File: config.mk
export PLATFORM = sky130hd
export DESIGN_NAME = axi_read_arbiter_flat
export DESIGN_NICKNAME = d
export VERILOG_FILES = /design/src/hw/arb_pkg.sv /design/src/hw/bus_pkg.sv /design/src/hw/axi_mem_if.sv /design/src/hw/axi_read_arbiter.sv /design/src/flat_wrapper.sv
export SDC_FILE = /design/constraint.sdc
export NUM_CORES = 1
export LEC_CHECK = 0
export BUFFER_PORTS_ARGS = -buffer_cell sky130_fd_sc_hd__buf_2
export CAP_MARGIN = 20
export CORE_AREA = 10 10 198 200
export DETAILED_ROUTE_END_ITERATION = 6
export DIE_AREA = 0 0 208 210
export SYNTH_ARGS = -nofsm -noshare
export SYNTH_HDL_FRONTEND = slang
export SYNTH_SLANG_ARGS = --single-unit
File: constraint.sdc
create_clock -name clk -period 2 [get_ports clk]
set_input_delay 0.2 -clock clk [delete_from_list [all_inputs] [get_ports clk]]
set_output_delay 0.2 -clock clk [all_outputs]
set_load 0.02 [all_outputs]
File: src/hw/arb_pkg.sv
package arb_pkg;

    // Who holds the read channels right now
    typedef enum logic [1:0] {
        RD_IDLE,
        RD_FETCH,
        RD_LSU
    } rd_state_e;

    typedef enum logic {
        OWN_FETCH,
        OWN_LSU
    } owner_e;

endpackage

File: src/hw/bus_pkg.sv
package bus_pkg;

    // Byte address
    typedef logic [31:0] addr_t;

    // One data beat
    typedef logic [63:0] data_t;

    // One enable bit per data byte
    typedef logic [7:0] strb_t;

    typedef logic [1:0] resp_t;

    // Beats minus one, so 0 is a single beat and 1 a two-beat burst
    typedef logic [0:0] len_t;

    localparam resp_t RESP_OKAY   = 2'd0;
    localparam resp_t RESP_SLVERR = 2'd2;

endpackage
File: src/hw/axi_mem_if.sv
`timescale 1ns/1ps

interface axi_mem_if;

    // Write address
    logic           aw_valid;
    logic           aw_ready;
    bus_pkg::addr_t aw_addr;

    // Write data
    logic           w_valid;
    logic           w_ready;
    bus_pkg::data_t w_data;
    bus_pkg::strb_t w_strb;

    // Write response
    logic           b_valid;
    logic           b_ready;
    bus_pkg::resp_t b_resp;

    // Read address
    logic           ar_valid;
    logic           ar_ready;
    bus_pkg::addr_t ar_addr;
    bus_pkg::len_t  ar_len;

    // Read data
    logic           r_valid;
    logic           r_ready;
    bus_pkg::data_t r_data;
    bus_pkg::resp_t r_resp;
    logic           r_last;

    modport master (
        output aw_valid, aw_addr, w_valid, w_data, w_strb, b_ready,
        output ar_valid, ar_addr, ar_len, r_ready,
        input  aw_ready, w_ready, b_valid, b_resp,
        input  ar_ready, r_valid, r_data, r_resp, r_last
    );

    modport slave (
        input  aw_valid, aw_addr, w_valid, w_data, w_strb, b_ready,
        input  ar_valid, ar_addr, ar_len, r_ready,
        output aw_ready, w_ready, b_valid, b_resp,
        output ar_ready, r_valid, r_data, r_resp, r_last
    );

endinterface

File: src/hw/axi_read_arbiter.sv
`timescale 1ns/1ps

module axi_read_arbiter (
    input  logic           clk,
    input  logic           rst,

    // Fetch port reads only
    input  logic           if_ar_valid_i,
    input  bus_pkg::addr_t if_ar_addr_i,
    input  bus_pkg::len_t  if_ar_len_i,
    output logic           if_ar_ready_o,
    input  logic           if_r_ready_i,
    output logic           if_r_valid_o,
    output bus_pkg::data_t if_r_data_o,
    output bus_pkg::resp_t if_r_resp_o,
    output logic           if_r_last_o,

    // Load/store port
    input  logic           ls_aw_valid_i,
    input  bus_pkg::addr_t ls_aw_addr_i,
    output logic           ls_aw_ready_o,
    input  logic           ls_w_valid_i,
    input  bus_pkg::data_t ls_w_data_i,
    input  bus_pkg::strb_t ls_w_strb_i,
    output logic           ls_w_ready_o,
    input  logic           ls_b_ready_i,
    output logic           ls_b_valid_o,
    output bus_pkg::resp_t ls_b_resp_o,
    input  logic           ls_ar_valid_i,
    input  bus_pkg::addr_t ls_ar_addr_i,
    output logic           ls_ar_ready_o,
    input  logic           ls_r_ready_i,
    output logic           ls_r_valid_o,
    output bus_pkg::data_t ls_r_data_o,
    output bus_pkg::resp_t ls_r_resp_o,

    axi_mem_if.master      mem
);

    arb_pkg::rd_state_e state_q;
    arb_pkg::rd_state_e state_d;
    arb_pkg::owner_e    owner_q;
    arb_pkg::owner_e    owner_d;
    logic               rd_out_q;
    logic               granted;
    logic               fetch_sel;
    logic               ls_sel;
    logic               ar_xfer;
    logic               r_last_xfer;

    // Only the load/store port writes
    assign mem.aw_valid  = ls_aw_valid_i;
    assign mem.aw_addr   = ls_aw_addr_i;
    assign ls_aw_ready_o = mem.aw_ready;
    assign mem.w_valid   = ls_w_valid_i;
    assign mem.w_data    = ls_w_data_i;
    assign mem.w_strb    = ls_w_strb_i;
    assign ls_w_ready_o  = mem.w_ready;
    assign mem.b_ready   = ls_b_ready_i;
    assign ls_b_valid_o  = mem.b_valid;
    assign ls_b_resp_o   = mem.b_resp;

    assign granted   = (state_q != arb_pkg::RD_IDLE);
    assign fetch_sel = granted && (owner_q == arb_pkg::OWN_FETCH);
    assign ls_sel    = granted && (owner_q == arb_pkg::OWN_LSU);

    // AR goes out once per grant
    assign mem.ar_valid = !rd_out_q && ((fetch_sel && if_ar_valid_i) ||
                                        (ls_sel && ls_ar_valid_i));
    assign mem.ar_addr  = fetch_sel ? if_ar_addr_i : ls_ar_addr_i;
    assign mem.ar_len   = fetch_sel ? if_ar_len_i : '0;
    assign if_ar_ready_o = fetch_sel && !rd_out_q && mem.ar_ready;
    assign ls_ar_ready_o = ls_sel && !rd_out_q && mem.ar_ready;

    assign mem.r_ready  = (fetch_sel && if_r_ready_i) || (ls_sel && ls_r_ready_i);
    assign if_r_valid_o = fetch_sel && mem.r_valid;
    assign if_r_data_o  = mem.r_data;
    assign if_r_resp_o  = mem.r_resp;
    assign if_r_last_o  = mem.r_last;
    assign ls_r_valid_o = ls_sel && mem.r_valid;
    assign ls_r_data_o  = mem.r_data;
    assign ls_r_resp_o  = mem.r_resp;

    assign ar_xfer     = mem.ar_valid && mem.ar_ready;
    assign r_last_xfer = rd_out_q && mem.r_valid && mem.r_ready && mem.r_last;

    // Fetch wins a tie and a waiting load/store read follows a fetch directly
    always_comb begin
        state_d = state_q;
        owner_d = owner_q;
        case (state_q)
            arb_pkg::RD_IDLE: begin
                if (if_ar_valid_i) begin
                    state_d = arb_pkg::RD_FETCH;
                    owner_d = arb_pkg::OWN_FETCH;
                end else if (ls_ar_valid_i) begin
                    state_d = arb_pkg::RD_LSU;
                    owner_d = arb_pkg::OWN_LSU;
                end
            end
            arb_pkg::RD_FETCH: begin
                if (r_last_xfer) begin
                    if (ls_ar_valid_i) begin
                        state_d = arb_pkg::RD_LSU;
                        owner_d = arb_pkg::OWN_LSU;
                    end else begin
                        state_d = arb_pkg::RD_IDLE;
                    end
                end
            end
            arb_pkg::RD_LSU: begin
                if (r_last_xfer) begin
                    state_d = arb_pkg::RD_IDLE;
                end
            end
            default: begin
                state_d = arb_pkg::RD_IDLE;
            end
        endcase
    end

    always_ff @(posedge clk) begin
        if (rst) begin
            state_q  <= arb_pkg::RD_IDLE;
            owner_q  <= arb_pkg::OWN_FETCH;
            rd_out_q <= 1'b0;
        end else begin
            state_q <= state_d;
            owner_q <= owner_d;
            if (ar_xfer) begin
                rd_out_q <= 1'b1;
            end else if (r_last_xfer) begin
                rd_out_q <= 1'b0;
            end
        end
    end

    // Every beat from the SRAM belongs to the granted read, so only the owner sees it
    a_r_to_owner: assert property (@(posedge clk) disable iff (rst)
        mem.r_valid |-> (granted && rd_out_q))
        else $error("R beat with no read in flight");

    a_owner_stable: assert property (@(posedge clk) disable iff (rst)
        (rd_out_q && !r_last_xfer) |=> $stable(owner_q))
        else $error("owner changed during a read");

endmodule

File: src/flat_wrapper.sv
// flat-port wrapper written by rule: the top's interface ports become plain ports
module axi_read_arbiter_flat 
  (clk, rst, if_ar_valid_i, if_ar_addr_i, if_ar_len_i, if_ar_ready_o, if_r_ready_i, if_r_valid_o, if_r_data_o, if_r_resp_o, if_r_last_o, ls_aw_valid_i, ls_aw_addr_i, ls_aw_ready_o, ls_w_valid_i, ls_w_data_i, ls_w_strb_i, ls_w_ready_o, ls_b_ready_i, ls_b_valid_o, ls_b_resp_o, ls_ar_valid_i, ls_ar_addr_i, ls_ar_ready_o, ls_r_ready_i, ls_r_valid_o, ls_r_data_o, ls_r_resp_o, mem_aw_valid, mem_aw_addr, mem_w_valid, mem_w_data, mem_w_strb, mem_b_ready, mem_ar_valid, mem_ar_addr, mem_ar_len, mem_r_ready, mem_aw_ready, mem_w_ready, mem_b_valid, mem_b_resp, mem_ar_ready, mem_r_valid, mem_r_data, mem_r_resp, mem_r_last);
  axi_mem_if mem_i ();
  input  logic clk;
  input  logic rst;
  input  logic if_ar_valid_i;
  input  bus_pkg::addr_t if_ar_addr_i;
  input  bus_pkg::len_t if_ar_len_i;
  output logic if_ar_ready_o;
  input  logic if_r_ready_i;
  output logic if_r_valid_o;
  output bus_pkg::data_t if_r_data_o;
  output bus_pkg::resp_t if_r_resp_o;
  output logic if_r_last_o;
  input  logic ls_aw_valid_i;
  input  bus_pkg::addr_t ls_aw_addr_i;
  output logic ls_aw_ready_o;
  input  logic ls_w_valid_i;
  input  bus_pkg::data_t ls_w_data_i;
  input  bus_pkg::strb_t ls_w_strb_i;
  output logic ls_w_ready_o;
  input  logic ls_b_ready_i;
  output logic ls_b_valid_o;
  output bus_pkg::resp_t ls_b_resp_o;
  input  logic ls_ar_valid_i;
  input  bus_pkg::addr_t ls_ar_addr_i;
  output logic ls_ar_ready_o;
  input  logic ls_r_ready_i;
  output logic ls_r_valid_o;
  output bus_pkg::data_t ls_r_data_o;
  output bus_pkg::resp_t ls_r_resp_o;
  output wire logic [$bits(mem_i.aw_valid)-1:0] mem_aw_valid;
  output wire logic [$bits(mem_i.aw_addr)-1:0] mem_aw_addr;
  output wire logic [$bits(mem_i.w_valid)-1:0] mem_w_valid;
  output wire logic [$bits(mem_i.w_data)-1:0] mem_w_data;
  output wire logic [$bits(mem_i.w_strb)-1:0] mem_w_strb;
  output wire logic [$bits(mem_i.b_ready)-1:0] mem_b_ready;
  output wire logic [$bits(mem_i.ar_valid)-1:0] mem_ar_valid;
  output wire logic [$bits(mem_i.ar_addr)-1:0] mem_ar_addr;
  output wire logic [$bits(mem_i.ar_len)-1:0] mem_ar_len;
  output wire logic [$bits(mem_i.r_ready)-1:0] mem_r_ready;
  input wire logic [$bits(mem_i.aw_ready)-1:0] mem_aw_ready;
  input wire logic [$bits(mem_i.w_ready)-1:0] mem_w_ready;
  input wire logic [$bits(mem_i.b_valid)-1:0] mem_b_valid;
  input wire logic [$bits(mem_i.b_resp)-1:0] mem_b_resp;
  input wire logic [$bits(mem_i.ar_ready)-1:0] mem_ar_ready;
  input wire logic [$bits(mem_i.r_valid)-1:0] mem_r_valid;
  input wire logic [$bits(mem_i.r_data)-1:0] mem_r_data;
  input wire logic [$bits(mem_i.r_resp)-1:0] mem_r_resp;
  input wire logic [$bits(mem_i.r_last)-1:0] mem_r_last;
  assign mem_aw_valid = mem_i.aw_valid;
  assign mem_aw_addr = mem_i.aw_addr;
  assign mem_w_valid = mem_i.w_valid;
  assign mem_w_data = mem_i.w_data;
  assign mem_w_strb = mem_i.w_strb;
  assign mem_b_ready = mem_i.b_ready;
  assign mem_ar_valid = mem_i.ar_valid;
  assign mem_ar_addr = mem_i.ar_addr;
  assign mem_ar_len = mem_i.ar_len;
  assign mem_r_ready = mem_i.r_ready;
  assign mem_i.aw_ready = mem_aw_ready;
  assign mem_i.w_ready = mem_w_ready;
  assign mem_i.b_valid = mem_b_valid;
  assign mem_i.b_resp = mem_b_resp;
  assign mem_i.ar_ready = mem_ar_ready;
  assign mem_i.r_valid = mem_r_valid;
  assign mem_i.r_data = mem_r_data;
  assign mem_i.r_resp = mem_r_resp;
  assign mem_i.r_last = mem_r_last;
  axi_read_arbiter u_core (.clk(clk), .rst(rst), .if_ar_valid_i(if_ar_valid_i), .if_ar_addr_i(if_ar_addr_i), .if_ar_len_i(if_ar_len_i), .if_ar_ready_o(if_ar_ready_o), .if_r_ready_i(if_r_ready_i), .if_r_valid_o(if_r_valid_o), .if_r_data_o(if_r_data_o), .if_r_resp_o(if_r_resp_o), .if_r_last_o(if_r_last_o), .ls_aw_valid_i(ls_aw_valid_i), .ls_aw_addr_i(ls_aw_addr_i), .ls_aw_ready_o(ls_aw_ready_o), .ls_w_valid_i(ls_w_valid_i), .ls_w_data_i(ls_w_data_i), .ls_w_strb_i(ls_w_strb_i), .ls_w_ready_o(ls_w_ready_o), .ls_b_ready_i(ls_b_ready_i), .ls_b_valid_o(ls_b_valid_o), .ls_b_resp_o(ls_b_resp_o), .ls_ar_valid_i(ls_ar_valid_i), .ls_ar_addr_i(ls_ar_addr_i), .ls_ar_ready_o(ls_ar_ready_o), .ls_r_ready_i(ls_r_ready_i), .ls_r_valid_o(ls_r_valid_o), .ls_r_data_o(ls_r_data_o), .ls_r_resp_o(ls_r_resp_o), .mem(mem_i));
endmodule
# Word level (Yosys, flattened, before mapping)
# Cells that the tools add are included.
# classes
mux,14
eq_ne,5
n_bitwise,1
n_reduce_logical,26
# ops
cell,count
two-way mux 32 bit,1
logical AND 1 bit,17
two-way mux 2 bit,5
two-way mux 1 bit,6
case mux 2 bit (3 select lines),1
nonzero test 2 bit,3
!= test 2 x 1 -> 1 bit (second input constant),2
!= test 3 bit (second input constant),1
AND reduction 3 bit,1
equality test 2 x 1 -> 1 bit (second input constant),1
equality test 2 bit (second input constant),1
logical NOT 2 bit,1
logical OR 1 bit,2
case mux 1 bit (2 select lines),1
AND reduction 2 bit,1
logical NOT 1 bit,1
inverter 1 bit,1
# word_totals
output_inout_bits,284
reg_bits,4
in_bits,252

# Depth between registers and ports, before layout
# depth
ltp_word,8
depth_mapped,5
ltp_nobuf,3

# Worst setup path before layout
# Ideal clock, no wire load.
# synth_timing
path_kind,reg2out
startpoint,register u_core.state_q[0]
endpoint,output if_ar_ready_o
stages_incl_launch_ff,6
t_required_ns,1.800
path_buffers,2
arrival_time_ns,1.490
slack_ns,0.310
cell_sequence,dfxtp_1 > nor2_2 > or2_1 > buf_6 > buf_6 > nor3b_1
# synth_between
elab_chain_len,4
# synth_lines
item,line_no,source
from (decl),axi_read_arbiter.sv:40,arb_pkg::rd_state_e state_q;
from (signal assigned),axi_read_arbiter.sv:124,state_q <= arb_pkg::RD_IDLE;
from (signal assigned),axi_read_arbiter.sv:128,state_q <= state_d;
nonzero test 2 bit,axi_read_arbiter.sv:63,assign granted = (state_q != arb_pkg::RD_IDLE);
logical AND 1 bit,axi_read_arbiter.sv:64,assign fetch_sel = granted && (owner_q == arb_pkg::OWN_FETCH);
logical AND 1 bit (2 in series),axi_read_arbiter.sv:72,assign if_ar_ready_o = fetch_sel && !rd_out_q && mem.ar_ready;
to (decl),flat_wrapper.sv:10,output logic if_ar_ready_o;
# No other way between the ends.

# Worst setup path after layout
# layout_timing
startpoint,register u_core.state_q[0]
endpoint,output mem_ar_addr[29]
# layout_between
elab_chain_len,3
# layout_lines
item,line_no,source
nonzero test 2 bit,axi_read_arbiter.sv:63,
logical AND 1 bit,axi_read_arbiter.sv:64,
two-way mux 32 bit,axi_read_arbiter.sv:70,assign mem.ar_addr = fetch_sel ? if_ar_addr_i : ls_ar_addr_i;
to (decl),flat_wrapper.sv:40,output wire logic [$bits(mem_i.ar_addr)-1:0] mem_ar_addr;
# No other way between the ends.

==> flow_metrics.py <==
metrics = {
    "clock_network": {
        "worstSkewPairLatency_ns": 0.23,
        "cts.path.max_buffers": 2,
        "root_buffer": "clkbuf_16",
        "cts.sinks": 4,
        "cts_tree": "built",
        "cts-htree-levels": 1,
        "clk_pin_slew_worst_paths_ns": 0.03,
        "hold_buffers": 0,
        "numCtsBuffers": 3,
    },
    "floorplanning": {
        "die_w_um": 208,
        "die_height_um": 210,
        "coreArea_mm2": 0.0352,
        "fp.dieArea_mm2": 0.0437,
        "rows": 69,
        "io_pins": 536,
        "start_util": 0.0750,
    },
    "sta": {
        "setup_viol": 0,
        "fin_tns_setup_ns": 0,
        "finClkSkew_ns": 0.00414,
        "tightest_slew_ns": 0.392,
        "min_period_ns": 1.97,
        "rsz0062_at_grt": "no",
        "slew_headroom": 0.731,
        "fmax_mhz": 509,
        "fin_crit_sh": 0.983,
        "finalHoldViolations": 0,
        "worst_slack_ns": 0.0335,
        "maxSlewViolCount": 0,
    },
    "status": {
        "status": "complete, no violations",
    },
    "drt": {
        "drtAntennaViolNets": 0,
        "viasPerCell": 2.16,
        "drc": 0,
        "drt_first_pass_iters": 5,
        "drt-total-wl_um": 9570,
        "wl_per_cell_um": 14.8,
        "num_vias": 1396,
        "dr.first_iter.drc_count": 45,
    },
    "global_route": {
        "grt_usage": 0.0382,
        "first_global_vias": 1624,
        "antenna_found_initial": 1,
        "gr-total-overflow": 0,
        "grt_pass1_wl_um": 12100,
        "grt_max_degree": 20,
    },
    "placement": {
        "gp_congestion": 0.675,
        "place_ws_ns": 0.280,
        "port_buffers": 113,
    },
    "power_and_ir_drop": {
        "seqPwrFrac": 0.099,
        "p_sw_uw": 370,
        "internal-power_uw": 619,
        "power.share.switching": 0.374,
        "leakage_nw": 0.870,
        "pwr-share-comb": 0.578,
        "clock_power_share": 0.323,
        "vdd_ir_drop_max_uv": 571,
        "power.density_mw_per_mm2": 495,
    },
    "synthesis": {
        "ys_warn_count": 0,
        "netlist_area_mm2": 0.00264,
        "yosysUniqueCellTypes": 26,
        "yosys_register_bits": 4,
        "synth_cells": 316,
        "yosysSeqAreaShare": 0.0303,
        "synthesis.nets": 568,
        "synth.avg_cell_area_um2": 8.36,
    },
    "setup_path": {
        "worstPathArrival_ns": 1.77,
        "cp_max_fo": 16,
        "worstSetupPathType": "reg2out",
        "crit_path_end_kind": "output pin",
        "startpoint_type": "flop",
        "worstPathRequired_ns": 1.80,
    },
    "final_layout": {
        "drive_gt1_frac": 0.832,
        "fillers": 4205,
        "layout_commonest_cell": "buf_2",
        "fin_nets": 438,
        "layout_common_cells": "buf_2, mux2_4, mux2_2",
        "antennaDiodeCount": 0,
        "synthToLayoutAreaGrowth_pct": -24.4,
    },
    "hold_path": {
        "worstHoldPathType": "in2reg",
    },
    "run": {
        "cap_viol_max_count": 0,
    },
}
-- critical path, stage by stage (launching register included) --
cell and delay [ns]:
dfxtp_1 0.42, nor2_4 0.08, or2_2 0.33, buf_12 0.17, mux2_4 0.32, buf_2 0.19
-- cell usage after synthesis --
master,n,area share
nor2b_1,2,0.0047
and4bb_2,1,0.0047
buf_2,1,0.0019
nand3_1,1,0.0019
mux2i_1,2,0.0076
nor2_1,3,0.0043
o21ai_0,2,0.0038
nand2b_1,1,0.0024
buf_6,2,0.0085
nor3_1,1,0.0019
o31ai_1,1,0.0028
o211a_1,1,0.0038
dfxtp_1,4,0.030
nor2_2,1,0.0024
nand2_1,2,0.0028
o21ai_1,1,0.0019
nor3b_1,4,0.011
mux2_2,5,0.021
inv_1,2,0.0028
mux2_4,27,0.15
o32a_1,1,0.0038
a21oi_1,2,0.0038
buf_4,245,0.70
or4b_1,1,0.0038
buf_12,2,0.015
or2_1,1,0.0024
-- stage by stage --
stage	std cells	util	power, mW	hold WS [ns]	area [µm²]
CTS	645	0.0566	1.01	0.185	1990
finish	645	0.0567	0.989	0.186	2000
global route	645	0.0567	1.04	0.201	2000
floorplan	316	-	1.19	0.269	2640
global placement	642	0.0544	0.676	0.400	1920
detailed placement	642	0.0544	0.681	0.400	1920
-- worst paths after layout --
check             depth (start not counted)  slack (ns)                 to               from
setup / recovery                          5        0.03    mem_ar_addr[29]  u_core.state_q[0]
hold / removal                            2        0.19    u_core.rd_out_q                rst
setup reg to reg                          3        0.58  u_core.state_q[0]     u_core.owner_q
hold reg to reg                           1        0.54  u_core.state_q[0]  u_core.state_q[1]
-- final cells by class --
| cell class | instances | area [µm²] | share of cell area |
|---|---|---|---|
| Multi-Input combinational cell | 60 | 652 | 0.326 |
| Sequential cell | 4 | 80.1 | 0.0401 |
| Tap cell | 461 | 577 | 0.289 |
| Clock buffer | 3 | 75.1 | 0.0376 |
| Inverter | 2 | 7.51 | 0.00376 |
| Timing Repair Buffer | 115 | 606 | 0.303 |
-- registers in the layout, summed over array words and instances (netlist names) --
register / count
u_core.owner_q: 1
u_core.state_q: 2
u_core.rd_out_q: 1
-- layer usage --
layer | up-vias | share of wire | GRT usage
met2 | 294 | 0.39 | 0.0470
met5 | - | 0.0050 | 0.00888
met3 | 89 | 0.24 | 0.0427
li1 | 488 | - | -
met4 | 2 | 0.078 | 0.0362
met1 | 523 | 0.29 | 0.0316
-- what timing repair did --
item,in CTS,in global routing
gates resized for setup,0,1
setup buffers,0,0
setup endpoints to repair,0,14
-- power by group through the flow --
stage	Sequential, mW	Clock [mW]	Combinational [mW]
2_1_floorplan	0.0928	0	1.10
3_3_place_gp	0.0969	0	0.580
3_5_place_dp	0.0976	0	0.583
4_1_cts	0.0964	0.323	0.585
5_1_grt	0.0990	0.329	0.609
6_report	0.0978	0.319	0.572
-- kinds of logic (layout without fill, tap and decap cells) --
family | after synthesis | in the layout | synth area share
buffers and inverters | 252 | 120 | 0.725
multiplexers | 34 | 34 | 0.182
AND/OR/NAND/NOR | 18 | 18 | 0.0426
AO/OA/AOI/OAI | 8 | 8 | 0.0199
flip-flops | 4 | 4 | 0.0303
(Power assumes the default switching activity.)
